[src/design/scan_config.svh]
`ifndef SCAN_CONFIG_SVH
`define SCAN_CONFIG_SVH

//////////////////////////////////////////////////////////////////////
// Scan doubler sizing
//////////////////////////////////////////////////////////////////////

// Column address width of one line half
// 10 bits gives 1024 columns per half, 2048 words in the buffer
`define SCAN_ADDR_W 10

// Write column a line must reach before source hsync ends it
// Short pulses below this are treated as glitches
`define SCAN_MIN_LINE 128

// Read columns at the start of each VGA line with hsync low
`define SCAN_HSYNC_COUNT 80

// VGA vsync low time in clkvga cycles, minus one
`define SCAN_VSYNC_COUNT 2743

`endif

[src/design/scan_pkg.sv]
package scan_pkg;

	//////////////////////////////////////////////////////////////////////
	// Pixel formats
	//////////////////////////////////////////////////////////////////////

	// One retro pixel, 3 bits per channel
	// Field order keeps red in the top bits of the word
	typedef struct packed {
		logic [2:0] r;
		logic [2:0] g;
		logic [2:0] b;
	} rgb_t;

	// Same 9-bit word seen two ways
	// Raw view for the line memory
	// Channel view for packing and dimming
	typedef union packed {
		logic [8:0] raw;
		rgb_t       rgb;
	} pixel_word_u;

endpackage

[src/design/pixel_mixer.sv]
`include "scan_config.svh"

module pixel_mixer (
	input  logic                      clkvga,
	input  logic                      rst_n,
	input  logic                      enable_scandoubling,
	input  logic                      disable_scaneffect,
	input  scan_pkg::pixel_word_u     rd_data,
	input  logic [`SCAN_ADDR_W-1:0]   rd_col,
	input  logic                      dim,
	input  logic                      active,
	input  logic                      vsync_vga,
	input  logic [2:0]                r_in,
	input  logic [2:0]                g_in,
	input  logic [2:0]                b_in,
	input  logic                      hsync_in_n,
	input  logic                      vsync_in_n,
	output logic [2:0]                r_out,
	output logic [2:0]                g_out,
	output logic [2:0]                b_out,
	output logic                      hsync_out,
	output logic                      vsync_out
);

	// Column where VGA hsync goes back high
	localparam logic [`SCAN_ADDR_W-1:0] HSYNC_END = `SCAN_HSYNC_COUNT;

	// Sequencer outputs lined up with the registered read data
	logic [`SCAN_ADDR_W-1:0] rd_col_q;
	logic                    dim_q;
	logic                    active_q;

	scan_pkg::rgb_t pix;
	logic [2:0]     r_vga;
	logic [2:0]     g_vga;
	logic [2:0]     b_vga;
	logic           hsync_vga;

	always_ff @(posedge clkvga or negedge rst_n) begin
		if (!rst_n) begin
			rd_col_q <= '0;
			dim_q    <= 1'b0;
			active_q <= 1'b0;
		end else begin
			rd_col_q <= rd_col;
			dim_q    <= dim;
			active_q <= active;
		end
	end

	//////////////////////////////////////////////////////////////////////
	// VGA pixel path
	//////////////////////////////////////////////////////////////////////

	always_comb begin
		pix = rd_data.rgb;
		if (!active_q) begin
			// Nothing stored yet, keep the screen black
			r_vga = '0;
			g_vga = '0;
			b_vga = '0;
		end else if (dim_q && !disable_scaneffect) begin
			// Scanline pass at half brightness
			r_vga = {1'b0, pix.r[2:1]};
			g_vga = {1'b0, pix.g[2:1]};
			b_vga = {1'b0, pix.b[2:1]};
		end else begin
			r_vga = pix.r;
			g_vga = pix.g;
			b_vga = pix.b;
		end
		// Low for the first columns of every pass
		hsync_vga = ~(active_q && (rd_col_q < HSYNC_END));
	end

	// Output registers, mode picked every cycle
	always_ff @(posedge clkvga or negedge rst_n) begin
		if (!rst_n) begin
			r_out     <= '0;
			g_out     <= '0;
			b_out     <= '0;
			hsync_out <= 1'b1;
			vsync_out <= 1'b1;
		end else if (enable_scandoubling) begin
			r_out     <= r_vga;
			g_out     <= g_vga;
			b_out     <= b_vga;
			hsync_out <= hsync_vga;
			vsync_out <= vsync_vga;
		end else begin
			// 15 kHz bypass with composite sync on hsync
			r_out     <= r_in;
			g_out     <= g_in;
			b_out     <= b_in;
			hsync_out <= hsync_in_n ^ ~vsync_in_n;
			vsync_out <= 1'b1;
		end
	end

endmodule

[config.mk]
export PLATFORM = sky130hd
export DESIGN_NAME = pixel_mixer
export DESIGN_NICKNAME = d
export VERILOG_FILES = /design/src/design/scan_pkg.sv /design/src/design/pixel_mixer.sv
export VERILOG_INCLUDE_DIRS = /design/src /design/src/design
export SDC_FILE = /design/constraint.sdc
export NUM_CORES = 1
export LEC_CHECK = 0
export ABC_AREA = 1
export BUFFER_PORTS_ARGS = -buffer_cell sky130_fd_sc_hd__buf_2
export CORE_AREA = 2 2 47 49
export DETAILED_ROUTE_END_ITERATION = 8
export DIE_AREA = 0 0 49 51
export GPL_TIMING_DRIVEN = 0
export PLACE_DENSITY_LB_ADDON = 0.12
export SLEW_MARGIN = 20
export SYNTH_ARGS = -nofsm -noshare
export SYNTH_HDL_FRONTEND = slang
export SYNTH_SLANG_ARGS = --single-unit
[constraint.sdc]
create_clock -name clkvga -period 1.1 [get_ports clkvga]
set_input_delay 0 -clock clkvga [delete_from_list [all_inputs] [get_ports clkvga]]
set_output_delay 0 -clock clkvga [all_outputs]
set_load 0.03 [all_outputs]
==> summary.md, run 1 <==
| Metric | Value |
|---|---|
| Worst path slowest cell | dfstp_2 |
| Vias in the first global route | roughly 780 |
| CP bufs+invs | 1 |
| Sequential fraction of the synthesis area | approximately three fifths |
| Post-CTS setup buffers | 0 |
| CTS Buf Count | 3 |
| Post-cts resize count | 0 |
| Top cells by area, synth | dfrtp_1, nand2_1, dfstp_2 |
| Outcome | completed |
| Layout cells sized above 1 | between 30% and 40% |
| Peak supply drop | 0.725 mV |
| Worst setup path end | hsync_out |
| CP cell instances | buf_2 |
| DR WL met2 | ~900 µm |
| Power, Total | 1.42 mW |
| Yosys reg bits | 19 |
| R2R depth | 4 |
| Post-DP HPWL | around 1.2 mm |
| Worst Path Max Fanout | 1 |
| Final hold vios | 0 |
| Row Count | 17 |
| Max Clock Skew | 0.00238 ns |
| Vias per cell | 4.20 |
| Top Metal Used | met4 |
| Routed met1 length | 760 µm |
| Data arrival, critical path | 0.99 ns |
| Yosys cell types | 16 |
| Reg clk slew, reported paths | roughly 0.10 ns |
| Die area | around 2500 µm² |
| Global route overflow | 0 |
| Layout fillers | 203 |
| Clock Tree Buf Depth | 2 |
| RSZ-0062 raised after global routing | no |
| Crit path required time | roughly 1.1 ns |
| Starting DRT DRC Count | 9 |
| Nets | about 200 |
| Area after DPL | a little over 1000 µm² |
| Max frequency | roughly 1000 MHz |
| Reg2Reg Setup Slack | between 0.2 and 0.25 ns |
| Post-Route WL | about 1.8 mm |
| Leakage power total | about 0.73 nW |
| CP Capture Type | output port |
| Number of clock sinks | 19 |
| H-Tree Depth | 1 |
| Drt pass-1 iters | 4 |
| Met3 wire len | between 70 and 80 µm |
| Core footprint | ~2100 µm² |
| Post-synthesis cell count | 85 |
| Critical path depth in cells | 1 |
| Max-cap viol count | 0 |
| Worst Setup SP | hsync_out$_DFF_PN1_ |
| Worst reg2reg startpoint | dim_q$_DFF_PN0_ |
| Final period util | 90.3% |
| Largest net degree at the start of global routing | 20 |
| Worst r2r dst | g_out[1]$_DFF_PN0_ |
| Via count | roughly 780 |
| I/O pins | 48 |
| Root buffer cell | clkbuf_4 |
| Die W | a little under 50 µm |
| Clock Latency Late Sink | about 0.29 ns |
| Area leader, netlist | dfrtp_1 |
| Wire per inst | 9.52 µm |
| Final Max Slew Viols | 0 |
| Port Buffer Count | 43 |
| Max-slew headroom | ~73% |
| DR DRC count | 0 |
| Post-synth top area share | between 50% and 60% |
| Crit Path Class | flip-flop to output port |
| Overall global routing resource usage | 16.3% |
| First-pass GRT wire length | approximately 3.1 mm |
| Initial antenna violation count | 0 |
| Hold Crit Class | input pin to flip-flop |
| Initial core utilization | 37.8% |
| Layout overhead on the synthesized area | 67.5% |
| Setup violators final | 0 |
| Final min period | 0.994 ns |
| Antenna Cells | 0 |
| Synth Cell Area | around 800 µm² |
| Synth Area per Inst | a little over 9 µm² |
| Post-Synthesis Net Count | 122 |
| Ys Warns | 0 |
| Delay-heaviest family, CP | flip-flops |
| Setup TNS | 0 ns |
| Max stage delay on crit path | approximately 0.52 ns |
| Non-Filler Cell Area, Final | approximately 1300 µm² |
| CP startpoint kind | flip-flop |
| Worst-Margin Slew | 0.411 ns |
| CTS tree | yes |
| Final ANT Viol Nets | 0 |
| Power per cell area | around 1100 nW/µm² |
| RD Place Congestion | approximately 0.73 |
| Height of the die | slightly above 50 µm |
synth_stat cells, drive strengths merged:
library cell and count:
nand2 36, dfrtp 17, inv 15, nand3 6
o21ai 4, dfstp 2, buf 1, clkinv 1
nor2 1, or2 1, xnor2 1
sequential cells by signal (all words and copies together) (netlist names):
name	flops
active_q	1
b_out	3
dim_q	1
hsync_out	1
g_out	3
vsync_out	1
r_out	3
rd_col_q	6
final cells by class:
cell class	instances	area, µm²	share of cell area [%]
flip-flops and latches	19	478	36.6
repair buffers	68	465	35.6
multi-input cells	49	221	16.9
inverters	16	70.1	5.36
well taps	28	35.0	2.68
clock buffers	4	26.3	2.01
plain buffers	1	11.3	0.861
power by group:
group | leakage [nW] | switching (mW) | total, mW | internal (mW)
clock | 0.0150 | 0.200 | 0.341 | 0.141
combinational | 0.490 | 0.171 | 0.325 | 0.154
sequential | 0.226 | 0.0116 | 0.758 | 0.746
total | 0.732 | 0.382 | 1.42 | 1.04
cell usage in the layout (no fill, tap or decap):
cell	netlist	layout
nor2_1	1	1
dlygate4sd3_1	0	25
dfrtp_1	17	17
clkinv_4	1	1
buf_6	1	1
buf_2	0	43
clkbuf_4	0	3
inv_1	13	13
inv_6	1	1
dfstp_2	2	2
o21ai_0	1	1
clkbuf_1	0	1
xnor2_1	1	1
nand2_4	2	2
inv_2	1	1
or2_1	1	1
o21ai_1	3	3
nand2_2	1	1
nand3_1	6	6
nand2_1	33	33
how the worst min path moves through the flow:
| stage | from | to | cells after the start | slack (ns) |
|---|---|---|---|---|
| floorplan | rst_n | active_q$_DFF_PN0_ | 0 | -0.30 |
| global placement | rst_n | dim_q$_DFF_PN0_ | 1 | -0.04 |
| detailed placement | rst_n | dim_q$_DFF_PN0_ | 1 | -0.04 |
| CTS | rd_data[7] | r_out[0]$_DFF_PN0_ | 5 | 0.01 |
| global route | rd_data[6] | r_out[0]$_DFF_PN0_ | 5 | 0.03 |
| finish | rd_data[7] | r_out[0]$_DFF_PN0_ | 5 | 0.01 |
stage by stage:
step / utilization [%] / std cells / setup WS, ns / hold WS, ns
6_report: 63.4 / 185 / 0.106 / 0.0139
5_1_grt: 63.4 / 185 / 0.0605 / 0.0285
4_1_cts: 63.4 / 185 / 0.0897 / 0.0141
3_5_place_dp: 50.0 / 156 / 0.242 / -0.0382
3_3_place_gp: 50.0 / 156 / 0.251 / -0.0439
2_1_floorplan: - / 85 / 0.308 / -0.296
cell families (layout without fill, tap and decap cells):
family / Yosys count / count (layout) / share of synthesized area (%)
compound gates: 4 / 4 / 2.56
xor+xnor: 1 / 1 / 1.12
buf+inv: 17 / 89 / 10.4
flops: 19 / 19 / 61.2
simple gates: 44 / 44 / 24.7
layer usage:
metal / global-route usage (%) / up-vias
met4: 9.52 / 0
met2: 30.4 / 25
met5: 0 / -
met1: 17.2 / 350
li1: - / 398
met3: 3.22 / 4
what timing repair did:
| action | in CTS | in global routing |
|---|---|---|
| setup endpoints to repair | 0 | 0 |
| hold buffers | 25 | 0 |
| hold endpoints to repair | 38 | 0 |
Note: power is estimated with default switching activity, not from simulation.
==> run 2: changes to the inputs <==
--- a/config.mk
+++ b/config.mk
@@ -8,11 +8,13 @@
 export LEC_CHECK = 0
 export ABC_AREA = 1
 export BUFFER_PORTS_ARGS = -buffer_cell sky130_fd_sc_hd__buf_2
-export CORE_AREA = 2 2 47 49
+export CORE_AREA = 2 2 46 48
+export CTS_BUF_LIST = sky130_fd_sc_hd__clkbuf_4
 export DETAILED_ROUTE_END_ITERATION = 8
-export DIE_AREA = 0 0 49 51
+export DIE_AREA = 0 0 48 50
 export GPL_TIMING_DRIVEN = 0
 export PLACE_DENSITY_LB_ADDON = 0.12
+export RECOVER_POWER = 25
 export SLEW_MARGIN = 20
 export SYNTH_ARGS = -nofsm -noshare
 export SYNTH_HDL_FRONTEND = slang
==> summary.md, run 2 (synthesis gave the netlist of run 1 again) <==
| Metric | Value |
|---|---|
| CP cell instances | buf_2 |
| Sequential share of power | 52.0% (-1.2 points) |
| Post-CTS setup buffers | 0 (unchanged) |
| Global route overflow | 0 (unchanged) |
| Worst Path Max Fanout | 1 (unchanged) |
| Die area | 2400 µm² (-4.0%) |
| Post-Route WL | 1.85 mm (+4.9%) |
| Vias in the first global route | 741 (-4.5%) |
| Net Switching | 0.410 mW (+7.3%) |
| Antenna Cells | 0 (unchanged) |
| Post-cts resize count | 0 (unchanged) |
| Max stage delay on crit path | 0.53 ns (about the same) |
| Final period util | 91.3% (+0.93 points) |
| Critical path depth in cells | 1 (unchanged) |
| Die W | 48 µm (-2.0%) |
| Worst setup path end | hsync_out |
| Clock Latency Late Sink | 0.30 ns (about the same) |
| Layout cells sized above 1 | 34.6% (-0.46 points) |
| Reg2Reg Setup Slack | 0.23 ns (about the same) |
| Vias per cell | 4.11 (-2.2%) |
| Outcome | completed |
| R2R depth | 4 (unchanged) |
| Max Clock Skew | 0.00675 ns (+0.00437 ns) |
| Biggest register | rd_col_q |
| CP bufs+invs | 1 (unchanged) |
| Final hold vios | 0 (unchanged) |
| First-pass GRT wire length | 2.80 mm (-8.6%) |
| Worst-Margin Slew | 0.452 ns (+0.0411 ns) |
| Initial antenna violation count | 0 (unchanged) |
| Wire per inst | 9.78 µm (+2.7%) |
| Setup violators final | 0 (unchanged) |
| Final cell count without fillers | 189 (+2.2%) |
| Crit path required time | 1.10 ns (about the same) |
| Worst hold slack | 0.0203 ns (+0.00633 ns) |
| Core footprint | 1900 µm² (-7.8%) |
| Commonest non-fill, non-tap cell in the layout | buf_2 |
| Hold Buf Count CTS | 30 (+20%) |
| Clk pwr share | 24.7% (+0.7 points) |
| Clock Tree Buf Depth | 2 (unchanged) |
| Int Pwr | 1.05 mW (+0.86%) |
| RSZ-0062 raised after global routing | no |
| Leakage power total | 0.752 nW (+2.7%) |
| DR DRC count | 0 (unchanged) |
| H-Tree Depth | 1 (unchanged) |
| Worst Setup SP | hsync_out$_DFF_PN1_ |
| Most frequent cells in the layout | buf_2, nand2_1, dlygate4sd3_1 |
| Port Buffer Count | 43 (unchanged) |
| Hold Crit Class | input pin to flip-flop |
| Row Count | 16 (-1) |
| Flip-flop count of the largest register after layout | 6 (unchanged) |
| Worst r2r dst | r_out[1]$_DFF_PN0_ |
| Max-slew headroom | 69.9% (-2.7 points) |
| Power per cell area | 1070 nW/µm² (-1.4%) |
| Layout overhead on the synthesized area | 74.2% |
| Max-cap viol count | 0 (unchanged) |
| Placed cells | 155 (-0.64%) |
| I/O pins | 48 (unchanged) |
| Final worst slack | 0.0961 ns (-0.0103 ns) |
| Peak supply drop | 0.575 mV (-21%) |
| RD Place Congestion | 0.738 (+1.2%) |
| Final ANT Viol Nets | 0 (unchanged) |
| Final Max Slew Viols | 0 (unchanged) |
| Starting DRT DRC Count | 3 (-6) |
| Overall global routing resource usage | 16.8% (+0.45 points) |
| Final min period | 1.00 ns (+0.0103 ns) |
| Height of the die | 50 µm (-2.0%) |
| Largest net degree at the start of global routing | 20 (unchanged) |
| Delay-heaviest family, CP | flip-flops |
| Power, Total | 1.46 mW (+2.6%) |
| Worst path slowest cell | dfstp_2 |
| Nets | 200 (+2.6%) |
| Max frequency | 996 MHz (-1.0%) |
| Initial core utilization | 41.1% (+3.2 points) |
| Post-Place Worst Slack | 0.240 ns (-0.00193 ns) |
| Drt pass-1 iters | 3 (-1) |
| Setup TNS | 0 ns (unchanged) |
| CP startpoint kind | flip-flop |
| Root buffer cell | clkbuf_4 |
| CP Capture Type | output port |
| Reg clk slew, reported paths | 0.11 ns (about the same) |
| Post-DP HPWL | 1.23 mm (+4.7%) |
| Layout fillers | 168 (-17%) |
| Sw Ratio | 28.1% (+1.2 points) |
| Logic pwr share | 23.3% (+0.5 points) |
| Data arrival, critical path | 1.00 ns (about the same) |
| CTS Buf Count | 3 (unchanged) |
| Number of clock sinks | 19 (unchanged) |
| Via count | 776 (-0.13%) |
| CTS tree | yes |
| Worst reg2reg startpoint | dim_q$_DFF_PN0_ |
| Crit Path Class | flip-flop to output port |
==> run 2: cell count changes in the layout (fill, tap and decap cells not counted) <==
cell	previous run	this run
clkbuf_2	0	1
dlygate4sd3_1	25	30
buf_2	43	42
clkinvlp_4	0	1
clkbuf_1	1	0
==> run 2: area by class of cell <==
class                   instances  area [µm²]  share of cell area [%]
flip-flops and latches         19         478                    35.1
well taps                      27        33.8                    2.48
multi-input cells              49         221                    16.3
clock inverters                 1        7.51                   0.552
clock buffers                   3        22.5                    1.66
plain buffers                   1        11.3                   0.828
repair buffers                 73         515                    37.9
inverters                      16        70.1                    5.15
==> run 2: metal layers <==
| metal | global-route usage, % | up-vias | part of all wire (%) |
|---|---|---|---|
| met1 | 17.2 | 341 | 40 |
| met3 | 3.30 | 4 | 6.0 |
| met4 | 8.11 | 0 | 1.7 |
| li1 | - | 404 | - |
| met2 | 30.2 | 27 | 52 |
| met5 | 0 | - | 0 |
==> run 2: power groups by stage <==
stage | Combinational, mW | Clock [mW] | Sequential, mW
6_report | 0.340 | 0.362 | 0.759
5_1_grt | 0.373 | 0.405 | 0.765
4_1_cts | 0.343 | 0.385 | 0.760
3_5_place_dp | 0.262 | 0 | 0.773
3_3_place_gp | 0.257 | 0 | 0.771
2_1_floorplan | 0.0805 | 0 | 0.838
==> run 2: worst register-to-register path: stages (launching register included) <==
cell and delay (ns):
dfrtp_1 0.42, nand2_4 0.15, nand2_1 0.07, nand3_1 0.08
nand2_1 0.05
==> run 2: how the worst min path moves through the flow <==
stage,startpoint,endpoint,cells after the start
finish,rd_data[7],r_out[0]$_DFF_PN0_,5
detailed placement,rst_n,rd_col_q[8]$_DFF_PN0_,1
CTS,rd_data[7],r_out[0]$_DFF_PN0_,5
floorplan,rst_n,active_q$_DFF_PN0_,0
global placement,rst_n,rd_col_q[8]$_DFF_PN0_,1
global route,rd_data[7],r_out[0]$_DFF_PN0_,5
==> run 2: metrics by stage <==
| stage | area, µm² | utilization [%] |
|---|---|---|
| finish | 1360 | 71.5 |
| global route | 1360 | 71.5 |
| CTS | 1360 | 71.5 |
| detailed placement | 1030 | 54.1 |
| global placement | 1030 | 54.1 |
| floorplan | 781 | - |
==> run 3: changes to the inputs <==
--- a/config.mk
+++ b/config.mk
@@ -6,12 +6,12 @@
 export SDC_FILE = /design/constraint.sdc
 export NUM_CORES = 1
 export LEC_CHECK = 0
-export ABC_AREA = 1
+export ABC_AREA = 0
 export BUFFER_PORTS_ARGS = -buffer_cell sky130_fd_sc_hd__buf_2
-export CORE_AREA = 2 2 46 48
+export CORE_AREA = 2 2 45 47
 export CTS_BUF_LIST = sky130_fd_sc_hd__clkbuf_4
 export DETAILED_ROUTE_END_ITERATION = 8
-export DIE_AREA = 0 0 48 50
+export DIE_AREA = 0 0 47 49
 export GPL_TIMING_DRIVEN = 0
 export PLACE_DENSITY_LB_ADDON = 0.12
 export RECOVER_POWER = 25
==> summary.md, run 3 <==
| Metric | Value |
|---|---|
| Overall global routing resource usage | 19.0% (+2.2 points) |
| Area of the multi-input gates | 188 µm² (-15%) |
| Max stage delay on crit path | 0.40 ns (-0.13 ns) |
| RD Place Congestion | 0.711 (-3.7%) |
| Die W | 47 µm (-2.1%) |
| Clock Tree Buf Depth | 2 (unchanged) |
| Post-synthesis async set-or-reset flop share | 100% (unchanged) |
| CP bufs+invs | 1 (unchanged) |
| Delay-heaviest family, CP | flip-flops |
| Post-Place Worst Slack | 0.102 ns (-0.138 ns) |
| Synth Area per Inst | 12.6 µm² (+37%) |
| Max Clock Skew | 0.000574 ns (-0.00618 ns) |
| Area leader, netlist | dfrtp_1 |
| Global route overflow | 0 (unchanged) |
| Placed cells | 127 (-18%) |
| Non-Filler Cell Area, Final | 1310 µm² (-3.9%) |
| Layout fillers | 146 (-13%) |
| Vias in the first global route | 751 (+1.3%) |
| Synth Cell Area | 716 µm² (-8.3%) |
| Final worst slack | 0.0642 ns (-0.0319 ns) |
| CP Capture Type | flip-flop |
| DR DRC count | 0 (unchanged) |
| Finished Core Util | 71.0% (-0.52 points) |
| Post-DP HPWL | 1.04 mm (-15%) |
| CP cell instances | nand2b_4 > buf_6 > mux2i_1 > o22ai_1 |
| Final Max Slew Viols | 0 (unchanged) |
| Via count | 715 (-7.9%) |
| Setup TNS | 0 ns (unchanged) |
| Most frequent cells in the layout | buf_2, dlygate4sd3_1, dfrtp_1 |
| Wire per inst | 11.7 µm (+20%) |
| M2 GR Usage | 35.4% (+5.2 points) |
| Hold Crit Class | input pin to async pin |
| Top cells by area, synth | dfrtp_1, mux2i_1, o22ai_1 |
| Seq. cell area | 478 µm² (unchanged) |
| Row Count | 16 (unchanged) |
| First-pass GRT wire length | 3.01 mm (+7.4%) |
| Layout cells sized above 1 | 38.5% (+4.0 points) |
| Ys Warns | 0 (unchanged) |
| Power per cell area | 1110 nW/µm² (+3.7%) |
| Vias per cell | 4.41 (+7.5%) |
| Sequential fraction of the synthesis area | 66.8% (+5.6 points) |
| Peak supply drop | 0.859 mV (+49%) |
| Antenna Cells | 0 (unchanged) |
| Initial antenna violation count | 0 (unchanged) |
| CTS Buf Count | 3 (unchanged) |
| CTS tree | yes |
| Crit Path Class | flip-flop to flip-flop |
| Data arrival, critical path | 1.21 ns (+0.21 ns) |
| Max-slew headroom | 70.1% (+0.23 points) |
| Worst reg2reg startpoint | dim_q$_DFF_PN0_ |
| Worst path slowest cell | dfrtp_1 |
| Met3 Track Usage GR | 4.81% (+1.5 points) |
| Layout overhead on the synthesized area | 82.7% |
| Clock Latency Late Sink | 0.29 ns (about the same) |
| Biggest register | rd_col_q |
| Post-synth top area share | 59.4% (+5.0 points) |
| Worst-Margin Slew | 0.448 ns (-0.00347 ns) |
| Port Buffer Count | 43 (unchanged) |
| Synth top cells by count | dfrtp_1, inv_1, o22ai_1, mux2i_1, nand2_1 |
| Number of clock sinks | 19 (unchanged) |
| Worst hold slack | 0.168 ns (+0.148 ns) |
| Max frequency | 965 MHz (-3.1%) |
| Largest net degree at the start of global routing | 20 (unchanged) |
| Gr busiest metal | met2 |
| Core footprint | 1840 µm² (-3.2%) |
| Worst r2r dst | b_out[0]$_DFF_PN0_ |
| Power, Total | 1.46 mW (-0.28%) |
| Post-synth EDFFs | 0 (unchanged) |
| Area after DPL | 965 µm² (-6.3%) |
| Starting DRT DRC Count | 3 (unchanged) |
| Final hold vios | 0 (unchanged) |
| Root buffer cell | clkbuf_4 |
| H-Tree Depth | 1 (unchanged) |
| Nets | 173 (-14%) |
| Post-Route WL | 1.90 mm (+2.7%) |
| Post-CTS setup buffers | 0 (unchanged) |
| Reg clk slew, reported paths | 0.10 ns (about the same) |
| Reg2Reg Setup Slack | 0.06 ns (-0.17 ns) |
| Setup violators final | 0 (unchanged) |
| Worst Setup SP | dim_q$_DFF_PN0_ |
| Yosys reg bits | 19 (unchanged) |
| Most used DFF post-synth | dfrtp_1 |
| Final min period | 1.04 ns (+0.0319 ns) |
| Max-cap viol count | 0 (unchanged) |
| Outcome | completed |
| CP startpoint kind | flip-flop |
| Flip-flop count of the largest register after layout | 6 (unchanged) |
| Worst Path Max Fanout | 7 (+6) |
| Commonest non-fill, non-tap cell in the layout | buf_2 |
| Crit path required time | 1.27 ns (+0.17 ns) |
| Height of the die | 49 µm (-2.0%) |
| Drt pass-1 iters | 5 (+2) |
| Critical path depth in cells | 4 (+3) |
| Die area | 2300 µm² (-4.0%) |
| RSZ-0062 raised after global routing | no |
| Yosys cell types | 15 (-1) |
| Leakage power total | 0.695 nW (-7.5%) |
| Worst setup path end | b_out[0]$_DFF_PN0_ |
| Final period util | 94.2% (+2.9 points) |
| Initial core utilization | 38.9% (-2.2 points) |
| I/O pins | 48 (unchanged) |
| Most common cell in the netlist | dfrtp_1 |
| Final ANT Viol Nets | 0 (unchanged) |
| GR Layer Usage met1 | 16.7% (-0.46 points) |
| Post-synthesis cell count | 57 (-33%) |
| R2R depth | 4 (unchanged) |
| Final cell count without fillers | 162 (-14%) |
| Post-Synthesis Net Count | 94 (-23%) |
-- run 3: logic make-up (layout without fill, tap and decap cells) --
family	after synthesis	after routing	synth area share (%)
AOI/OAI and AO/OA	11	11	9.44
DFF	19	19	66.8
buffers and inverters	11	89	6.99
and+or+nand+nor	9	9	7.17
muxes	6	6	8.39
xor gates and xnor gates	1	1	1.22
-- run 3: layer usage --
| layer | share of wire, % | routed length (µm) | vias to the layer above |
|---|---|---|---|
| met5 | 0 | 0 | - |
| met4 | 4.2 | 80 | 0 |
| met3 | 4.3 | 82 | 9 |
| met2 | 57 | 1080 | 28 |
| met1 | 35 | 657 | 331 |
| li1 | - | - | 347 |
-- run 3: worst min-delay path by stage --
stage | start | endpoint
final | rst_n | r_out[0]$_DFF_PN0_
after floorplan | rst_n | active_q$_DFF_PN0_
after detailed placement | rst_n | b_out[0]$_DFF_PN0_
after global placement | rst_n | b_out[0]$_DFF_PN0_
after CTS | rst_n | b_out[0]$_DFF_PN0_
after global routing | rst_n | r_out[1]$_DFF_PN0_
-- run 3: where the power goes --
part	switching, mW	internal [mW]
Clock	0.198	0.166
Sequential	0.0114	0.746
Combinational	0.162	0.174
Total	0.371	1.09
-- run 3: cell type report --
| cell class | instances | share of cell area (%) |
|---|---|---|
| plain buffers | 2 | 1.24 |
| clock buffers | 4 | 2.30 |
| inverters | 9 | 2.58 |
| multi-input cells | 27 | 14.4 |
| flip-flops and latches | 19 | 36.6 |
| well taps | 27 | 2.58 |
| repair buffers | 74 | 40.4 |
-- run 3: what timing repair did --
action	in CTS	in global routing
gates resized for setup	0	2
endpoints found under the setup margin	0	1
hold buffers	32	0
endpoints found under the hold margin	38	0
